==> src/demodPkg.sv <==
/*
 * Shared types and constants for the demodulator glue logic.
 * Compile first; modules import it inside their bodies.
 */

package demodPkg;

    // ********************
    // Widths and base types
    // ********************
    typedef logic [7:0]         busAddrT;
    typedef logic [31:0]        busDataT;
    typedef logic signed [17:0] sampleT;
    typedef logic [13:0]        dacWordT;
    typedef logic [3:0]         dacSelectT;

    // Board identification
    localparam logic [15:0] verNumber = 16'h0188;
    localparam logic [15:0] imageType = 16'h0003;

    // Soft reset length in clocks
    localparam int resetCycles = 5;
    localparam int resetCountWidth = $clog2(resetCycles + 1);

    localparam int dacChannels = 3;

    // ********************
    // Register map
    // ********************
    typedef enum busAddrT {
        AddrVersion    = 8'h00,
        AddrType       = 8'h01,
        AddrClock      = 8'h02,
        AddrSnap       = 8'h03,
        AddrReset      = 8'h04,
        AddrRebootAddr = 8'h05,
        AddrMode       = 8'h06,
        AddrDacSelect  = 8'h07
    } regAddrT;

    typedef enum logic [4:0] {
        ModeAm     = 5'd0,
        ModePm     = 5'd1,
        ModeFm     = 5'd2,
        ModeFsk2   = 5'd3,
        ModeBpsk   = 5'd4,
        ModeQpsk   = 5'd5,
        ModeOqpsk  = 5'd6,
        ModeAqpsk  = 5'd7,
        ModeAuqpsk = 5'd8,
        ModeMultih = 5'd9
    } demodModeT;

    // ********************
    // Streams
    // ********************
    typedef struct packed {
        logic   symEn;
        logic   sym2xEn;
        sampleT iSym;
        sampleT qSym;
        logic   iBit;
        logic   qBit;
        logic   auBit;
    } legacySymT;

    typedef struct packed {
        logic   symEn;
        logic   sym2xEn;
        sampleT iSym;
        sampleT qSym;
    } multihSymT;

    // Trellis decoder sees the same layout as the multi-h loop output
    typedef multihSymT trellisOutT;

    typedef struct packed {
        logic iData;
        logic qData;
        logic symEn;
        logic sym2xEn;
    } dataOutT;

    typedef struct packed {
        logic   sync;
        logic   en;
        sampleT data;
    } dacSampleT;

endpackage
==> src/demodTop.sv <==
/*
 * Glue top level of the multi-mode demodulator board.
 * Register file, cycle counter, soft reset, symbol routing and DAC outputs.
 */

`timescale 1ns/1ns

module demodTop (
    input  logic                                            clk,
    input  logic                                            clockCounterEn,
    // Processor bus
    input  demodPkg::busAddrT                               busAddr,
    input  demodPkg::busDataT                               busWrData,
    input  logic                                            busWr,
    output demodPkg::busDataT                               busRdData,
    // Demod core and multi-h loop
    input  demodPkg::legacySymT                             legacy,
    input  demodPkg::multihSymT                             multih,
    input  logic                                            carrierLock,
    input  logic                                            multihLock,
    input  demodPkg::dacSampleT [demodPkg::dacChannels-1:0] legacyDac,
    input  demodPkg::dacSampleT [demodPkg::dacChannels-1:0] multihDac,
    // Outputs
    output demodPkg::demodModeT                             demodMode,
    output demodPkg::dacSelectT [demodPkg::dacChannels-1:0] dacSelect,
    output demodPkg::trellisOutT                            trellis,
    output demodPkg::dataOutT                               dataOut,
    output logic                                            demodNLock,
    output logic [demodPkg::dacChannels-1:0]                dacSync,
    output demodPkg::dacWordT [demodPkg::dacChannels-1:0]   dacData,
    output logic                                            coreReset,
    output logic                                            rebootReq,
    output logic [23:0]                                     rebootAddr
);

    import demodPkg::*;

    busDataT snapshot;
    logic    restartStrobe;
    logic    snapStrobe;
    logic    softResetReq;
    logic    datapathClear;

    // Datapath clears on board reset as well as soft reset
    assign datapathClear = clockCounterEn | coreReset;

    // ********************
    // Control
    // ********************
    demodRegs i_demodRegs (
        .clk            (clk),
        .clockCounterEn (clockCounterEn),
        .busAddr        (busAddr),
        .busWrData      (busWrData),
        .busWr          (busWr),
        .snapshot       (snapshot),
        .busRdData      (busRdData),
        .restartStrobe  (restartStrobe),
        .snapStrobe     (snapStrobe),
        .softResetReq   (softResetReq),
        .rebootReq      (rebootReq),
        .rebootAddr     (rebootAddr),
        .demodMode      (demodMode),
        .dacSelect      (dacSelect)
    );

    cycleCounter i_cycleCounter (
        .clk            (clk),
        .clockCounterEn (clockCounterEn),
        .restartStrobe  (restartStrobe),
        .snapStrobe     (snapStrobe),
        .snapshot       (snapshot)
    );

    resetSequencer i_resetSequencer (
        .clk            (clk),
        .clockCounterEn (clockCounterEn),
        .softResetReq   (softResetReq),
        .coreReset      (coreReset)
    );

    // ********************
    // Datapath
    // ********************
    symbolRouter i_symbolRouter (
        .clk         (clk),
        .coreReset   (datapathClear),
        .demodMode   (demodMode),
        .legacy      (legacy),
        .multih      (multih),
        .carrierLock (carrierLock),
        .multihLock  (multihLock),
        .trellis     (trellis),
        .dataOut     (dataOut),
        .demodNLock  (demodNLock)
    );

    dacOutputStage i_dacOutputStage (
        .clk       (clk),
        .coreReset (datapathClear),
        .demodMode (demodMode),
        .legacyDac (legacyDac),
        .multihDac (multihDac),
        .dacSync   (dacSync),
        .dacData   (dacData)
    );

endmodule

==> src/dacOutputStage.sv <==
/*
 * Three DAC test-point channels. Each picks the multi-h or the legacy
 * sample, registers it, then loads bits 17:4 onto the pins on sync.
 */

`timescale 1ns/1ns

module dacOutputStage (
    input  logic                                           clk,
    input  logic                                           coreReset,
    input  demodPkg::demodModeT                            demodMode,
    input  demodPkg::dacSampleT [demodPkg::dacChannels-1:0] legacyDac,
    input  demodPkg::dacSampleT [demodPkg::dacChannels-1:0] multihDac,
    output logic [demodPkg::dacChannels-1:0]               dacSync,
    output demodPkg::dacWordT [demodPkg::dacChannels-1:0]   dacData
);

    import demodPkg::*;

    logic multihMode;

    assign multihMode = (demodMode == ModeMultih);

    for (genvar ch = 0; ch < dacChannels; ch++) begin : gChannel
        logic      useMultih;
        dacSampleT source;
        sampleT    sampleReg;

        // Multi-h loop only drives a channel while it flags it enabled
        assign useMultih = multihMode && multihDac[ch].en;
        assign source    = useMultih ? multihDac[ch] : legacyDac[ch];

        // ********************
        // Stage 1, source select
        // ********************
        always_ff @(posedge clk or posedge coreReset) begin
            if (coreReset) begin
                sampleReg   <= '0;
                dacSync[ch] <= 1'b0;
            end else begin
                sampleReg   <= source.data;
                dacSync[ch] <= source.sync;
            end
        end

        // Stage 2, pin word holds between syncs
        always_ff @(posedge clk or posedge coreReset) begin
            if (coreReset) begin
                dacData[ch] <= '0;
            end else if (dacSync[ch]) begin
                dacData[ch] <= sampleReg[17:4];
            end
        end

        assert property (@(posedge clk) disable iff (coreReset)
            $changed(dacData[ch]) |-> $past(dacSync[ch]))
            else $error("DAC channel %0d changed without sync", ch);
    end

endmodule

==> src/symbolRouter.sv <==
/*
 * Routes trellis symbols and data bits by demod mode.
 * Multi-h mode takes the carrier loop symbols, all others the legacy path.
 * Outputs are registered one clock after the inputs; the lock is not.
 */

`timescale 1ns/1ns

module symbolRouter (
    input  logic                 clk,
    input  logic                 coreReset,
    input  demodPkg::demodModeT  demodMode,
    input  demodPkg::legacySymT  legacy,
    input  demodPkg::multihSymT  multih,
    input  logic                 carrierLock,
    input  logic                 multihLock,
    output demodPkg::trellisOutT trellis,
    output demodPkg::dataOutT    dataOut,
    output logic                 demodNLock
);

    import demodPkg::*;

    logic multihMode;
    logic fmModes;
    logic aModes;

    assign multihMode = (demodMode == ModeMultih);
    assign fmModes    = (demodMode == ModeFm) || (demodMode == ModeFsk2);
    assign aModes     = (demodMode == ModeAqpsk) || (demodMode == ModeAuqpsk);

    // ********************
    // Trellis symbols
    // ********************
    always_ff @(posedge clk or posedge coreReset) begin
        if (coreReset) begin
            trellis <= '0;
        end else if (multihMode) begin
            trellis <= multih;
        end else begin
            trellis.symEn   <= legacy.symEn;
            trellis.sym2xEn <= legacy.sym2xEn;
            trellis.iSym    <= legacy.iSym;
            trellis.qSym    <= legacy.qSym;
        end
    end

    // ********************
    // Data bits
    // ********************
    always_ff @(posedge clk or posedge coreReset) begin
        if (coreReset) begin
            dataOut <= '0;
        end else begin
            // FM style demods deliver the bit inverted
            dataOut.iData   <= fmModes ? ~legacy.iBit : legacy.iBit;
            // Asymmetric modes carry Q on the unbalanced bit
            dataOut.qData   <= aModes ? legacy.auBit : legacy.qBit;
            dataOut.symEn   <= legacy.symEn;
            dataOut.sym2xEn <= legacy.sym2xEn;
        end
    end

    assign demodNLock = multihMode ? ~multihLock : ~carrierLock;

endmodule

==> src/cycleCounter.sv <==
/*
 * Free running 32-bit clock counter.
 * restartStrobe clears it, snapStrobe copies it to the snapshot.
 */

`timescale 1ns/1ns

module cycleCounter (
    input  logic              clk,
    input  logic              clockCounterEn,
    input  logic              restartStrobe,
    input  logic              snapStrobe,
    output demodPkg::busDataT snapshot
);

    import demodPkg::*;

    busDataT count;

    always_ff @(posedge clk or posedge clockCounterEn) begin
        if (clockCounterEn) begin
            count <= '0;
        end else if (restartStrobe) begin
            count <= '0;
        end else begin
            count <= count + 1'b1;
        end
    end

    // Held for the processor to read at leisure
    always_ff @(posedge clk or posedge clockCounterEn) begin
        if (clockCounterEn) begin
            snapshot <= '0;
        end else if (snapStrobe) begin
            snapshot <= count;
        end
    end

endmodule

==> src/resetSequencer.sv <==
/*
 * Stretches a one-clock soft reset request into a core reset pulse
 * of resetCycles clocks, after one clock of synchronization.
 */

`timescale 1ns/1ns

module resetSequencer (
    input  logic clk,
    input  logic clockCounterEn,
    input  logic softResetReq,
    output logic coreReset
);

    import demodPkg::*;

    typedef enum logic [1:0] {
        Idle,
        Sync,
        Hold
    } seqStateT;

    seqStateT                   state;
    logic [resetCountWidth-1:0] holdCount;

    always_ff @(posedge clk or posedge clockCounterEn) begin
        if (clockCounterEn) begin
            state     <= Idle;
            holdCount <= '0;
            coreReset <= 1'b0;
        end else begin
            case (state)
                Idle: begin
                    if (softResetReq) begin
                        state <= Sync;
                    end
                end
                Sync: begin
                    state     <= Hold;
                    holdCount <= resetCountWidth'(resetCycles - 1);
                    coreReset <= 1'b1;
                end
                Hold: begin
                    if (holdCount == '0) begin
                        state     <= Idle;
                        coreReset <= 1'b0;
                    end else begin
                        holdCount <= holdCount - 1'b1;
                    end
                end
                default: state <= Idle;
            endcase
        end
    end

    assert property (@(posedge clk) disable iff (clockCounterEn)
        (state == Idle) |-> !coreReset)
        else $error("core reset active while sequencer idle");

endmodule

==> src/demodRegs.sv <==
/*
 * Processor register file for the board level registers.
 * Writes are sampled on busWr; reads are combinational from busAddr.
 * Control writes come out as one-clock strobes.
 */

`timescale 1ns/1ns

module demodRegs (
    input  logic                                              clk,
    input  logic                                              clockCounterEn,
    input  demodPkg::busAddrT                                 busAddr,
    input  demodPkg::busDataT                                 busWrData,
    input  logic                                              busWr,
    input  demodPkg::busDataT                                 snapshot,
    output demodPkg::busDataT                                 busRdData,
    output logic                                              restartStrobe,
    output logic                                              snapStrobe,
    output logic                                              softResetReq,
    output logic                                              rebootReq,
    output logic [23:0]                                       rebootAddr,
    output demodPkg::demodModeT                               demodMode,
    output demodPkg::dacSelectT [demodPkg::dacChannels-1:0]   dacSelect
);

    import demodPkg::*;

    regAddrT regAddr;

    assign regAddr = regAddrT'(busAddr);

    // ********************
    // Write decode
    // ********************
    always_ff @(posedge clk or posedge clockCounterEn) begin
        if (clockCounterEn) begin
            restartStrobe <= 1'b0;
            snapStrobe    <= 1'b0;
            softResetReq  <= 1'b0;
            rebootReq     <= 1'b0;
            demodMode     <= ModeAm;
            dacSelect     <= '0;
        end else begin
            restartStrobe <= busWr && (regAddr == AddrClock);
            snapStrobe    <= busWr && (regAddr == AddrSnap);
            softResetReq  <= busWr && (regAddr == AddrReset);
            rebootReq     <= busWr && (regAddr == AddrRebootAddr);
            if (busWr && (regAddr == AddrMode)) begin
                demodMode <= demodModeT'(busWrData[4:0]);
            end
            if (busWr && (regAddr == AddrDacSelect)) begin
                dacSelect <= busWrData[4*dacChannels-1:0];
            end
        end
    end

    // Boot address goes out with the reboot pulse
    always_ff @(posedge clk or posedge clockCounterEn) begin
        if (clockCounterEn) begin
            rebootAddr <= '0;
        end else if (busWr && (regAddr == AddrRebootAddr)) begin
            rebootAddr <= busWrData[23:0];
        end
    end

    // ********************
    // Read mux
    // ********************
    always_comb begin
        case (regAddr)
            AddrVersion:   busRdData = {verNumber, 16'h0};
            AddrType:      busRdData = {16'h0, imageType};
            AddrClock:     busRdData = snapshot;
            AddrMode:      busRdData = {27'h0, demodMode};
            AddrDacSelect: busRdData = {{(32 - 4*dacChannels){1'b0}}, dacSelect};
            default:       busRdData = '0;
        endcase
    end

    // Only one control write can land per clock
    assert property (@(posedge clk) disable iff (clockCounterEn)
        $onehot0({restartStrobe, snapStrobe, softResetReq, rebootReq}))
        else $error("more than one control strobe active");

endmodule

==> config.mk <==
export PLATFORM = sky130hd
export DESIGN_NAME = demodTop
export DESIGN_NICKNAME = d
export VERILOG_FILES = /design/src/demodPkg.sv /design/src/demodTop.sv /design/src/dacOutputStage.sv /design/src/symbolRouter.sv /design/src/cycleCounter.sv /design/src/resetSequencer.sv /design/src/demodRegs.sv
export SDC_FILE = /design/constraint.sdc
export NUM_CORES = 1
export LEC_CHECK = 0
export ABC_AREA = 1
export ABC_CLOCK_PERIOD_IN_PS = 14100
export BUFFER_PORTS_ARGS = -buffer_cell sky130_fd_sc_hd__buf_2
export CAP_MARGIN = 0
export CORE_UTILIZATION = 35
export CTS_BUF_LIST = sky130_fd_sc_hd__clkbuf_8
export CTS_CLUSTER_DIAMETER = 100
export DETAILED_ROUTE_END_ITERATION = 8
export PLACE_DENSITY_LB_ADDON = 0.25
export RECOVER_POWER = 100
export SETUP_SLACK_MARGIN = 0.5
export SYNTH_ARGS = -nofsm -noshare
export SYNTH_HDL_FRONTEND = slang
export SYNTH_SLANG_ARGS = --single-unit
==> constraint.sdc <==
create_clock -name clk -period 14.1 [get_ports clk]
set_input_delay 2.82 -clock clk [delete_from_list [all_inputs] [get_ports clk]]
set_output_delay 2.82 -clock clk [all_outputs]
set_load 0.01 [all_outputs]
==> flow_summary.toml, run 1 <==
[route]
routed_wl_um = 28200
vias_per_cell = 4.55
dr_total_vias = 8717
drtPass1Iterations = 5
drt_iter0_markers = 542
antenna_left = 0
wire_per_inst_um = 14.7
drcViolationCount = 0

[placement]
dpl.hpwl_um = 20300
dp.cells = 1844
placed_cell_area_um2 = 12400
gp_congestion = 0.843
port_buffers = 371
dp_slack_ns = 7.12

[logic_synthesis]
ys_ff_latch = 244
synth_nets = 1375
synth-edff-count = 0
netlist_instances = 1128
syn_area_per_cell_um2 = 9.12
synth.cell_area_um2 = 10300
async_flop_share_pct = 100
synth.distinct_cells = 37
synthTopCellsByArea = "dfrtp_1 (59%), nand2_1 (15%), mux2_2 (4.8%)"
yosys_most_used_dff = "dfrtp_1"
ys_warn_count = 0
yosysMostFrequentCell = "nand2_1"
synth_top_area_share_pct = 59.4
ys_seq_area_share_pct = 59.4
yosysTopAreaCell = "dfrtp_1"
synth_common_cells = "nand2_1 (400), dfrtp_1 (244), nor2_1 (99)"

[power]
leakage_nw = 6.42
vdd_drop_max_mv = 0.0567
power_density_nw_per_um2 = 121

[grt]
track_usage_pct = 18.6
grt_pass1_vias = 8427
grt_max_degree = 78
overflow = 0
use_met2_pct = 30.5
use_met3_pct = 5.31
antenna_found_initial = 5
grt_use_met1_pct = 23.8
grt_pass1_wl_um = 44600
grt_busiest_layer = "met2"

[timing]
rsz0062_at_grt = "no"
slew_headroom_pct = -173
fin_skew_ns = 0.0174
fmax_ghz = 0.124
final.setup.tns_ns = 0
fin_crit_ns = 8.09
finalCritPeriodShare_pct = 57.3
hold_slack_ns = 0.434
layout_setup_ws_ns = 6.01
finalHoldViolCount = 0
setup_viol = 0
tightest_slew_ns = 4.09
finalMaxSlewViolations = 404

[outcome]
status = "complete, but fails checks"
failed_checks = "capacitance limit, slew limit"

[cts]
cts_made_buffers = 43
clk_latency_ns = 0.52
cts_tree = "yes"
post_cts_buffers = 0
root_buffer = "clkbuf_8"
path_clk_slew_ns = 0.05
clockBufferDepth = 3
cts-resized-gates = 0
cts_sinks = 244
cts_hold_buf = 0
htree_levels = 2

[cells_and_area]
fin_nets = 1752
regArea_um2 = 6110
multi_input_area_um2 = 3510
fillers = 2985
design_area_um2 = 12900
final_cells = 1915
drive_above_1_share_pct = 20.9
syn_to_final_growth_pct = 25.7

[floorplan]
design.core.area_um2 = 28800
io-pin-count = 407
rows = 62
dieWidth_um = 173
die_h_um = 173
die-area_um2 = 30100
start_util_pct = 35.7

[worst_setup_path]
path_class = "in2async"
cp_data_arrival_time_ns = 8.09
end_kind = "asynchronous set/reset pin"
rrSetupSlack_ns = 7.99
required_ns = 14.11
critPathLaunchType = "primary input"
crit_path_max_fanout = 77

[worst_hold_path]
hp-class = "reg2reg"

[run]
cap_violations = 7
placed cells by master (no fill, tap or decap), types with 2 or more instances in the layout:
master      count
clkinvlp_2      2
clkinv_2        7
nor2_4          3
diode_2         2
xor2_1          3
o21ai_1         2
nand2_1       403
o22ai_1         2
ha_1            3
o21ai_0        69
nor2_1        102
nor3_1          4
clkbuf_1      172
inv_2           2
and3_1          2
buf_2         206
dfrtp_1       244
a21oi_1        24
nand4_1         3
inv_1          87
mux2_2         44
nor4_1          2
o21a_1          2
clkbuf_8       54
nand3_1        79
report_power, final:
part           internal (W)  total, W  leakage [nW]  switching (W)
clock network      0.000359  0.000636         0.467       0.000276
registers          0.000742  0.000770          3.09      0.0000280
logic             0.0000621  0.000152          2.87      0.0000897
kinds of logic after synthesis:
kind of cell / after synthesis / share of synthesized area [%]
flops: 244 / 59.4
mux: 45 / 4.91
compound gates: 102 / 5.38
xor+xnor: 3 / 0.255
fa+ha+maj: 3 / 0.365
simple gates: 601 / 23.8
buf+inv: 130 / 5.91
metal layers:
layer | vias up | routed length [µm]
met3 | 53 | 2050
met4 | 6 | 601
met1 | 4057 | 12100
li1 | 4313 | -
met2 | 288 | 13400
met5 | - | 35
flip-flops by register name (all words and copies together) (netlist names), 2 cells and up:
signal,count
i_cycleCounter.count,32
i_resetSequencer.holdCount,3
i_resetSequencer.state,2
i_demodRegs.dacSelect,12
i_symbolRouter.dataOut,4
i_dacOutputStage.dacData,42
i_dacOutputStage.dacSync,3
i_dacOutputStage.gChannel.sampleReg,42
i_cycleCounter.snapshot,32
i_demodRegs.demodMode,5
i_symbolRouter.trellis,38
i_demodRegs.rebootAddr,24
worst max-delay path: stages:
cell	delay [ns]
clkbuf_1	0.12
nor2_4	0.08
clkbuf_1	2.86
clkbuf_1	2.14
area by class of cell:
type	instances	area share, %
timing repair buffer	378	13.0
sequential	244	47.2
antenna	2	0.0387
clock inverter	15	0.707
tap	384	3.72
inverter	84	2.46
clock buffer	54	5.75
multi-input combinational	754	27.1
through the flow:
stage                     power, W  util [%]
final                      0.00156      44.9
after global routing       0.00164      44.9
after CTS                  0.00159      46.0
after detailed placement  0.000946      43.1
after global placement    0.000942      43.1
after floorplan           0.000864         -
worst paths after layout:
path                       depth (start not counted)                                        to                                   start
setup / recovery                                   4  i_dacOutputStage.dacData[12]$_DFFE_PP0P_                          clockCounterEn
hold / removal                                     1     i_resetSequencer.state[0]$_DFFE_PP0P_   i_resetSequencer.state[0]$_DFFE_PP0P_
setup reg to reg                                   3  i_dacOutputStage.dacData[12]$_DFFE_PP0P_  i_resetSequencer.coreReset$_DFFE_PP0P_
hold reg to reg                                    1     i_resetSequencer.state[0]$_DFFE_PP0P_   i_resetSequencer.state[0]$_DFFE_PP0P_
max in group clk                                   7                              busRdData[2]                              busAddr[7]
min in group asynchronous                          2       i_symbolRouter.dataOut[3]$_DFF_PP0_  i_resetSequencer.coreReset$_DFFE_PP0P_
Note: power is estimated with default switching activity, not from simulation.
==> run 2, diff against run 1 <==
--- a/config.mk
+++ b/config.mk
@@ -6,7 +6,7 @@
 export NUM_CORES = 1
 export LEC_CHECK = 0
 export ABC_AREA = 1
-export ABC_CLOCK_PERIOD_IN_PS = 14100
+export ABC_CLOCK_PERIOD_IN_PS = 7700
 export BUFFER_PORTS_ARGS = -buffer_cell sky130_fd_sc_hd__buf_2
 export CAP_MARGIN = 0
 export CORE_UTILIZATION = 35
==> constraint.sdc (replaced) <==
create_clock -name clk -period 7.7 [get_ports clk]
set_input_delay 1.54 -clock clk [delete_from_list [all_inputs] [get_ports clk]]
set_output_delay 1.54 -clock clk [all_outputs]
set_load 0.01 [all_outputs]
==> flow_summary.toml, run 2 (synthesis gave the netlist of run 1 again) <==
[outcome]
status = "complete, but fails checks"
failed_checks = "capacitance limit, slew limit"

[worst_setup_path]
rr_endpoint = "i_dacOutputStage.gChannel[0].sampleReg[14]$_DFF_PP0_"
rrSetupSlack_ns = 2.49
r2r_start = "i_demodRegs.demodMode[3]$_DFFE_PP0P_"
end_kind = "register"
max_stage_delay_ns = 1.48
path_class = "reg2reg"
critPathLaunchType = "register"
critPathSlowestCell = "clkbuf_1"
required_ns = 8.08
path_cells = "inv_1 > nor2_1 > nand2_1 > nor2_4 > clkbuf_1 > clkbuf_1 > nand2_1 > nand2_1 > nand2_1"
critPathBufInv = 3
critPathTopFamily = "buffers and inverters"
crit_path_max_fanout = 46
cp_data_arrival_time_ns = 5.60
reg2reg_depth = 9
cpMostUsedCell = "nand2_1"

[floorplan]
die-area_um2 = 30100
rows = 62
design.core.area_um2 = 28800
io-pin-count = 407
die_h_um = 173
start_util_pct = 35.7
dieWidth_um = 173

[grt]
grt_max_degree = 83
antenna_found_initial = 0
grt_pass1_wl_um = 45300
grt_pass1_vias = 8710
overflow = 0
track_usage_pct = 18.7

[cells_and_area]
final_common_cell = "nand2_1"
fin_util_pct = 45.3
top_regs = "i_dacOutputStage.dacData x42, i_dacOutputStage.gChannel.sampleReg x42, i_symbolRouter.trellis x38"
syn_to_final_growth_pct = 26.7
drive_above_1_share_pct = 20.9
diodes = 0
fin_nets = 1751
mostFrequentLayoutCells = "nand2_1 (403), dfrtp_1 (244), buf_2 (204)"
design_area_um2 = 13000

[route]
vias_per_cell = 4.57
drt_iter0_markers = 555
wire_per_inst_um = 14.6
dr_total_vias = 8781
routed_wl_um = 28000
drcViolationCount = 0
drtPass1Iterations = 5
antenna_left = 0

[cts]
clk_latency_ns = 0.55
cts_hold_buf = 0
path_clk_slew_ns = 0.06
cts_tree = "yes"
clockBufferDepth = 3
cts-resized-gates = 0
post_cts_buffers = 0
cts_made_buffers = 43
htree_levels = 2
root_buffer = "clkbuf_8"
cts_sinks = 244

[timing]
slew_headroom_pct = -70.1
fmax_ghz = 0.192
fin_skew_ns = 0.0316
final.setup.tns_ns = 0
hold_slack_ns = 0.427
finalMaxSlewViolations = 329
finalCritPeriodShare_pct = 67.7
setup_viol = 0
finalHoldViolCount = 0
fin_crit_ns = 5.21
tightest_slew_ns = 2.55
rsz0062_at_grt = "no"

[power]
power_density_nw_per_um2 = 228
vdd_drop_max_mv = 0.120
power_w = 0.00297
leakage_nw = 6.50

[placement]
placed_cell_area_um2 = 12400
dpl.hpwl_um = 20200
gp_congestion = 0.840
port_buffers = 371

[worst_hold_path]
hold_path_end = "i_resetSequencer.state[0]$_DFFE_PP0P_"
hp-class = "reg2reg"
hp-start = "i_resetSequencer.state[0]$_DFFE_PP0P_"
hold-path-cell-count = 1

[run]
cap_violations = 6
## run 2: changes by cell type in the layout (fill, tap and decap cells not counted), sizes merged
| cell | previous run | this run |
|---|---|---|
| clkbuf | 226 | 228 |
| bufinv | 1 | 3 |
| inv | 89 | 98 |
| diode | 2 | 0 |
| clkinvlp | 2 | 3 |
| buf | 206 | 205 |
| clkinv | 7 | 3 |
## run 2: worst max path at each step
| stage | startpoint | end | slack, ns | cells past startpoint |
|---|---|---|---|---|
| after floorplan | clockCounterEn | i_dacOutputStage.dacData[0]$_DFFE_PP0P_ | 1.60 | 1 |
| after global placement | busAddr[7] | busRdData[2] | 3.27 | 7 |
| after detailed placement | busAddr[7] | busRdData[2] | 3.27 | 7 |
| after CTS | busAddr[7] | busRdData[2] | 3.26 | 7 |
| after global routing | clockCounterEn | i_symbolRouter.trellis[18]$_DFF_PP0_ | 1.77 | 4 |
| final | i_demodRegs.demodMode[3]$_DFFE_PP0P_ | i_dacOutputStage.gChannel[0].sampleReg[14]$_DFF_PP0_ | 2.49 | 9 |
## run 2: final cells by class
type / count / area, µm²
flip-flops and latches: 244 / 6110
clock inverters: 23 / 178
repair buffers: 377 / 1680
inverters: 84 / 318
well taps: 384 / 480
fillers: 2951 / 15700
clock buffers: 56 / 771
multi-input cells: 754 / 3510
## run 2: worst register-to-register path, cell delays in order (launching register included)
cell	delay (ns)
dfrtp_1	0.45
inv_1	0.09
nor2_1	0.09
nand2_1	0.10
nor2_4	0.08
clkbuf_1	1.46
clkbuf_1	1.51
nand2_1	0.89
nand2_1	0.24
nand2_1	0.14
## run 2: report_power, final
group          switching, W  internal [W]  total (W)
clock              0.000527      0.000753    0.00128
sequential        0.0000521       0.00136    0.00141
combinational      0.000164      0.000114   0.000278
total              0.000743       0.00223    0.00297
## run 2: through the flow
stage | setup slack (ns) | instances
after floorplan | 1.60 | 1128
after global placement | 3.27 | 1843
after detailed placement | 3.27 | 1843
after CTS | 3.26 | 1922
after global routing | 1.77 | 1922
final | 2.49 | 1922
## run 2: layer usage
layer | vias up | routed length (µm) | global-route usage, %
met4 | 0 | 758 | 6.23
met5 | - | 0 | 0
met1 | 4098 | 11900 | 23.1
met2 | 308 | 13400 | 31.4
met3 | 59 | 2040 | 5.15
li1 | 4316 | - | -
==> run 3, diff against run 2 <==
--- a/config.mk
+++ b/config.mk
@@ -6,7 +6,7 @@
 export NUM_CORES = 1
 export LEC_CHECK = 0
 export ABC_AREA = 1
-export ABC_CLOCK_PERIOD_IN_PS = 7700
+export ABC_CLOCK_PERIOD_IN_PS = 5300
 export BUFFER_PORTS_ARGS = -buffer_cell sky130_fd_sc_hd__buf_2
 export CAP_MARGIN = 0
 export CORE_UTILIZATION = 35
==> constraint.sdc (replaced) <==
create_clock -name clk -period 5.3 [get_ports clk]
set_input_delay 1.06 -clock clk [delete_from_list [all_inputs] [get_ports clk]]
set_output_delay 1.06 -clock clk [all_outputs]
set_load 0.01 [all_outputs]
==> flow_summary.toml, run 3 (synthesis gave the netlist of run 1 again) <==
[outcome]
status = "complete, but fails checks"
failed_checks = "capacitance limit, slew limit"

[timing]
setup_viol = 0
rsz0062_at_grt = "no"
fin_skew_ns = 0.0102
fin_crit_ns = 4.00
fmax_ghz = 0.250
finalHoldViolCount = 0
final.setup.tns_ns = 0
tightest_slew_ns = 2.53
finalCritPeriodShare_pct = 75.5
slew_headroom_pct = -69.8
finalMaxSlewViolations = 121
hold_slack_ns = 0.443

[worst_setup_path]
crit_path_max_fanout = 67
critPathSlowestCell = "clkbuf_2"
path_class = "reg2reg"
max_stage_delay_ns = 1.13
end_kind = "register"
critPathLaunchType = "register"
cpMostUsedCell = "nand2_1"
cp_data_arrival_time_ns = 4.39
required_ns = 5.69
path_cells = "inv_1 > nor2_1 > nand2_1 > nor2_4 > clkbuf_1 > clkbuf_2 > nand2_1 > nand2_1 > nand2_1"

[worst_hold_path]
hp-class = "reg2reg"

[cells_and_area]
final_cells = 1918
fin_nets = 1750
drive_above_1_share_pct = 20.6
top_regs = "i_dacOutputStage.dacData x42, i_dacOutputStage.gChannel.sampleReg x42, i_symbolRouter.trellis x38"
fillers = 2972
syn_to_final_growth_pct = 25.3
mostFrequentLayoutCells = "nand2_1 (403), dfrtp_1 (244), buf_2 (207)"
final_common_cell = "nand2_1"

[cts]
htree_levels = 2
post_cts_buffers = 0
root_buffer = "clkbuf_8"
path_clk_slew_ns = 0.06
cts_hold_buf = 0
cts_tree = "yes"
cts_made_buffers = 43
clockBufferDepth = 3
cts_sinks = 244
clk_latency_ns = 0.53
cts-resized-gates = 0

[floorplan]
rows = 62
io-pin-count = 407
die-area_um2 = 30100
dieWidth_um = 173
design.core.area_um2 = 28800
start_util_pct = 35.7
die_h_um = 173

[route]
wire_per_inst_um = 14.8
dr_total_vias = 8757
drt_iter0_markers = 489
drcViolationCount = 0
drtPass1Iterations = 5
antenna_left = 0
vias_per_cell = 4.57
routed_wl_um = 28500

[placement]
dpl.hpwl_um = 20900
port_buffers = 371
dp.cells = 1842
gp_congestion = 0.815

[grt]
grt_max_degree = 121
grt_pass1_wl_um = 45400
track_usage_pct = 19.0
overflow = 0
antenna_found_initial = 4
grt_pass1_vias = 8590

[power]
power_w = 0.00405
power_density_nw_per_um2 = 314
leakage_nw = 6.44
vdd_drop_max_mv = 0.152

[run]
cap_violations = 2
[run 3: cell types whose count changed in the layout (fill, tap and decap cells not counted), moves of 2 or more]
cell	change
diode_2	+3
clkbuf_1	-5
clkbuf_8	-5
bufinv_16	-3
inv_1	+2
buf_2	+3
[run 3: final cells by class]
class	count	area, µm²	area share [%]
well taps	384	480	3.73
repair buffers	376	1690	13.1
diodes	3	7.51	0.0582
flip-flops and latches	244	6110	47.4
clock buffers	51	702	5.44
clock inverters	22	95.1	0.738
multi-input cells	754	3490	27.1
inverters	84	318	2.47
[run 3: worst max-delay path, delay by kind of cell, from the launching register on]
| kind | cells | cell delay (ns) |
|---|---|---|
| buffers and inverters | 3 | 2.10 |
| AND/OR/NAND/NOR | 6 | 1.21 |
| flip-flops | 1 | 0.45 |
[run 3: metal layers]
| metal | track usage, % | up-vias | share of wire, % |
|---|---|---|---|
| li1 | - | 4322 | - |
| met1 | 23.6 | 4079 | 43 |
| met2 | 31.9 | 299 | 48 |
| met3 | 5.26 | 53 | 7.0 |
| met4 | 5.79 | 4 | 2.3 |
| met5 | 0 | - | 0.091 |
[run 3: path summary, 6_finish.rpt]
kind	startpoint	endpoint	slack [ns]	cells after the start
worst max-delay path	i_demodRegs.demodMode[3]$_DFFE_PP0P_	i_dacOutputStage.gChannel[0].sampleReg[12]$_DFF_PP0_	1.30	9
worst min-delay path	i_resetSequencer.state[0]$_DFFE_PP0P_	i_resetSequencer.state[0]$_DFFE_PP0P_	0.44	1
worst max register to register	i_demodRegs.demodMode[3]$_DFFE_PP0P_	i_dacOutputStage.gChannel[0].sampleReg[12]$_DFF_PP0_	1.30	9
worst min register to register	i_resetSequencer.state[0]$_DFFE_PP0P_	i_resetSequencer.state[0]$_DFFE_PP0P_	0.44	1
max in group asynchronous	clockCounterEn	i_cycleCounter.count[21]$_DFF_PP0_	1.73	3
min in group asynchronous	i_resetSequencer.coreReset$_DFFE_PP0P_	i_symbolRouter.dataOut[3]$_DFF_PP0_	0.54	1
[run 3: where the power goes]
part	leakage, nW	switching (W)	internal (W)
registers	3.09	0.0000746	0.00198
clock network	0.474	0.000732	0.000867
logic	2.88	0.000236	0.000166
[run 3: per-stage QoR]
| stage | instance area, µm² | worst slack [ns] | util [%] |
|---|---|---|---|
| 2_1_floorplan | 10300 | 1.20 | - |
| 3_3_place_gp | 12400 | 1.85 | 43.1 |
| 3_5_place_dp | 12400 | 1.80 | 43.1 |
| 4_1_cts | 13200 | 1.80 | 45.8 |
| 5_1_grt | 12900 | 0.908 | 44.8 |
| 6_report | 12900 | 1.30 | 44.8 |
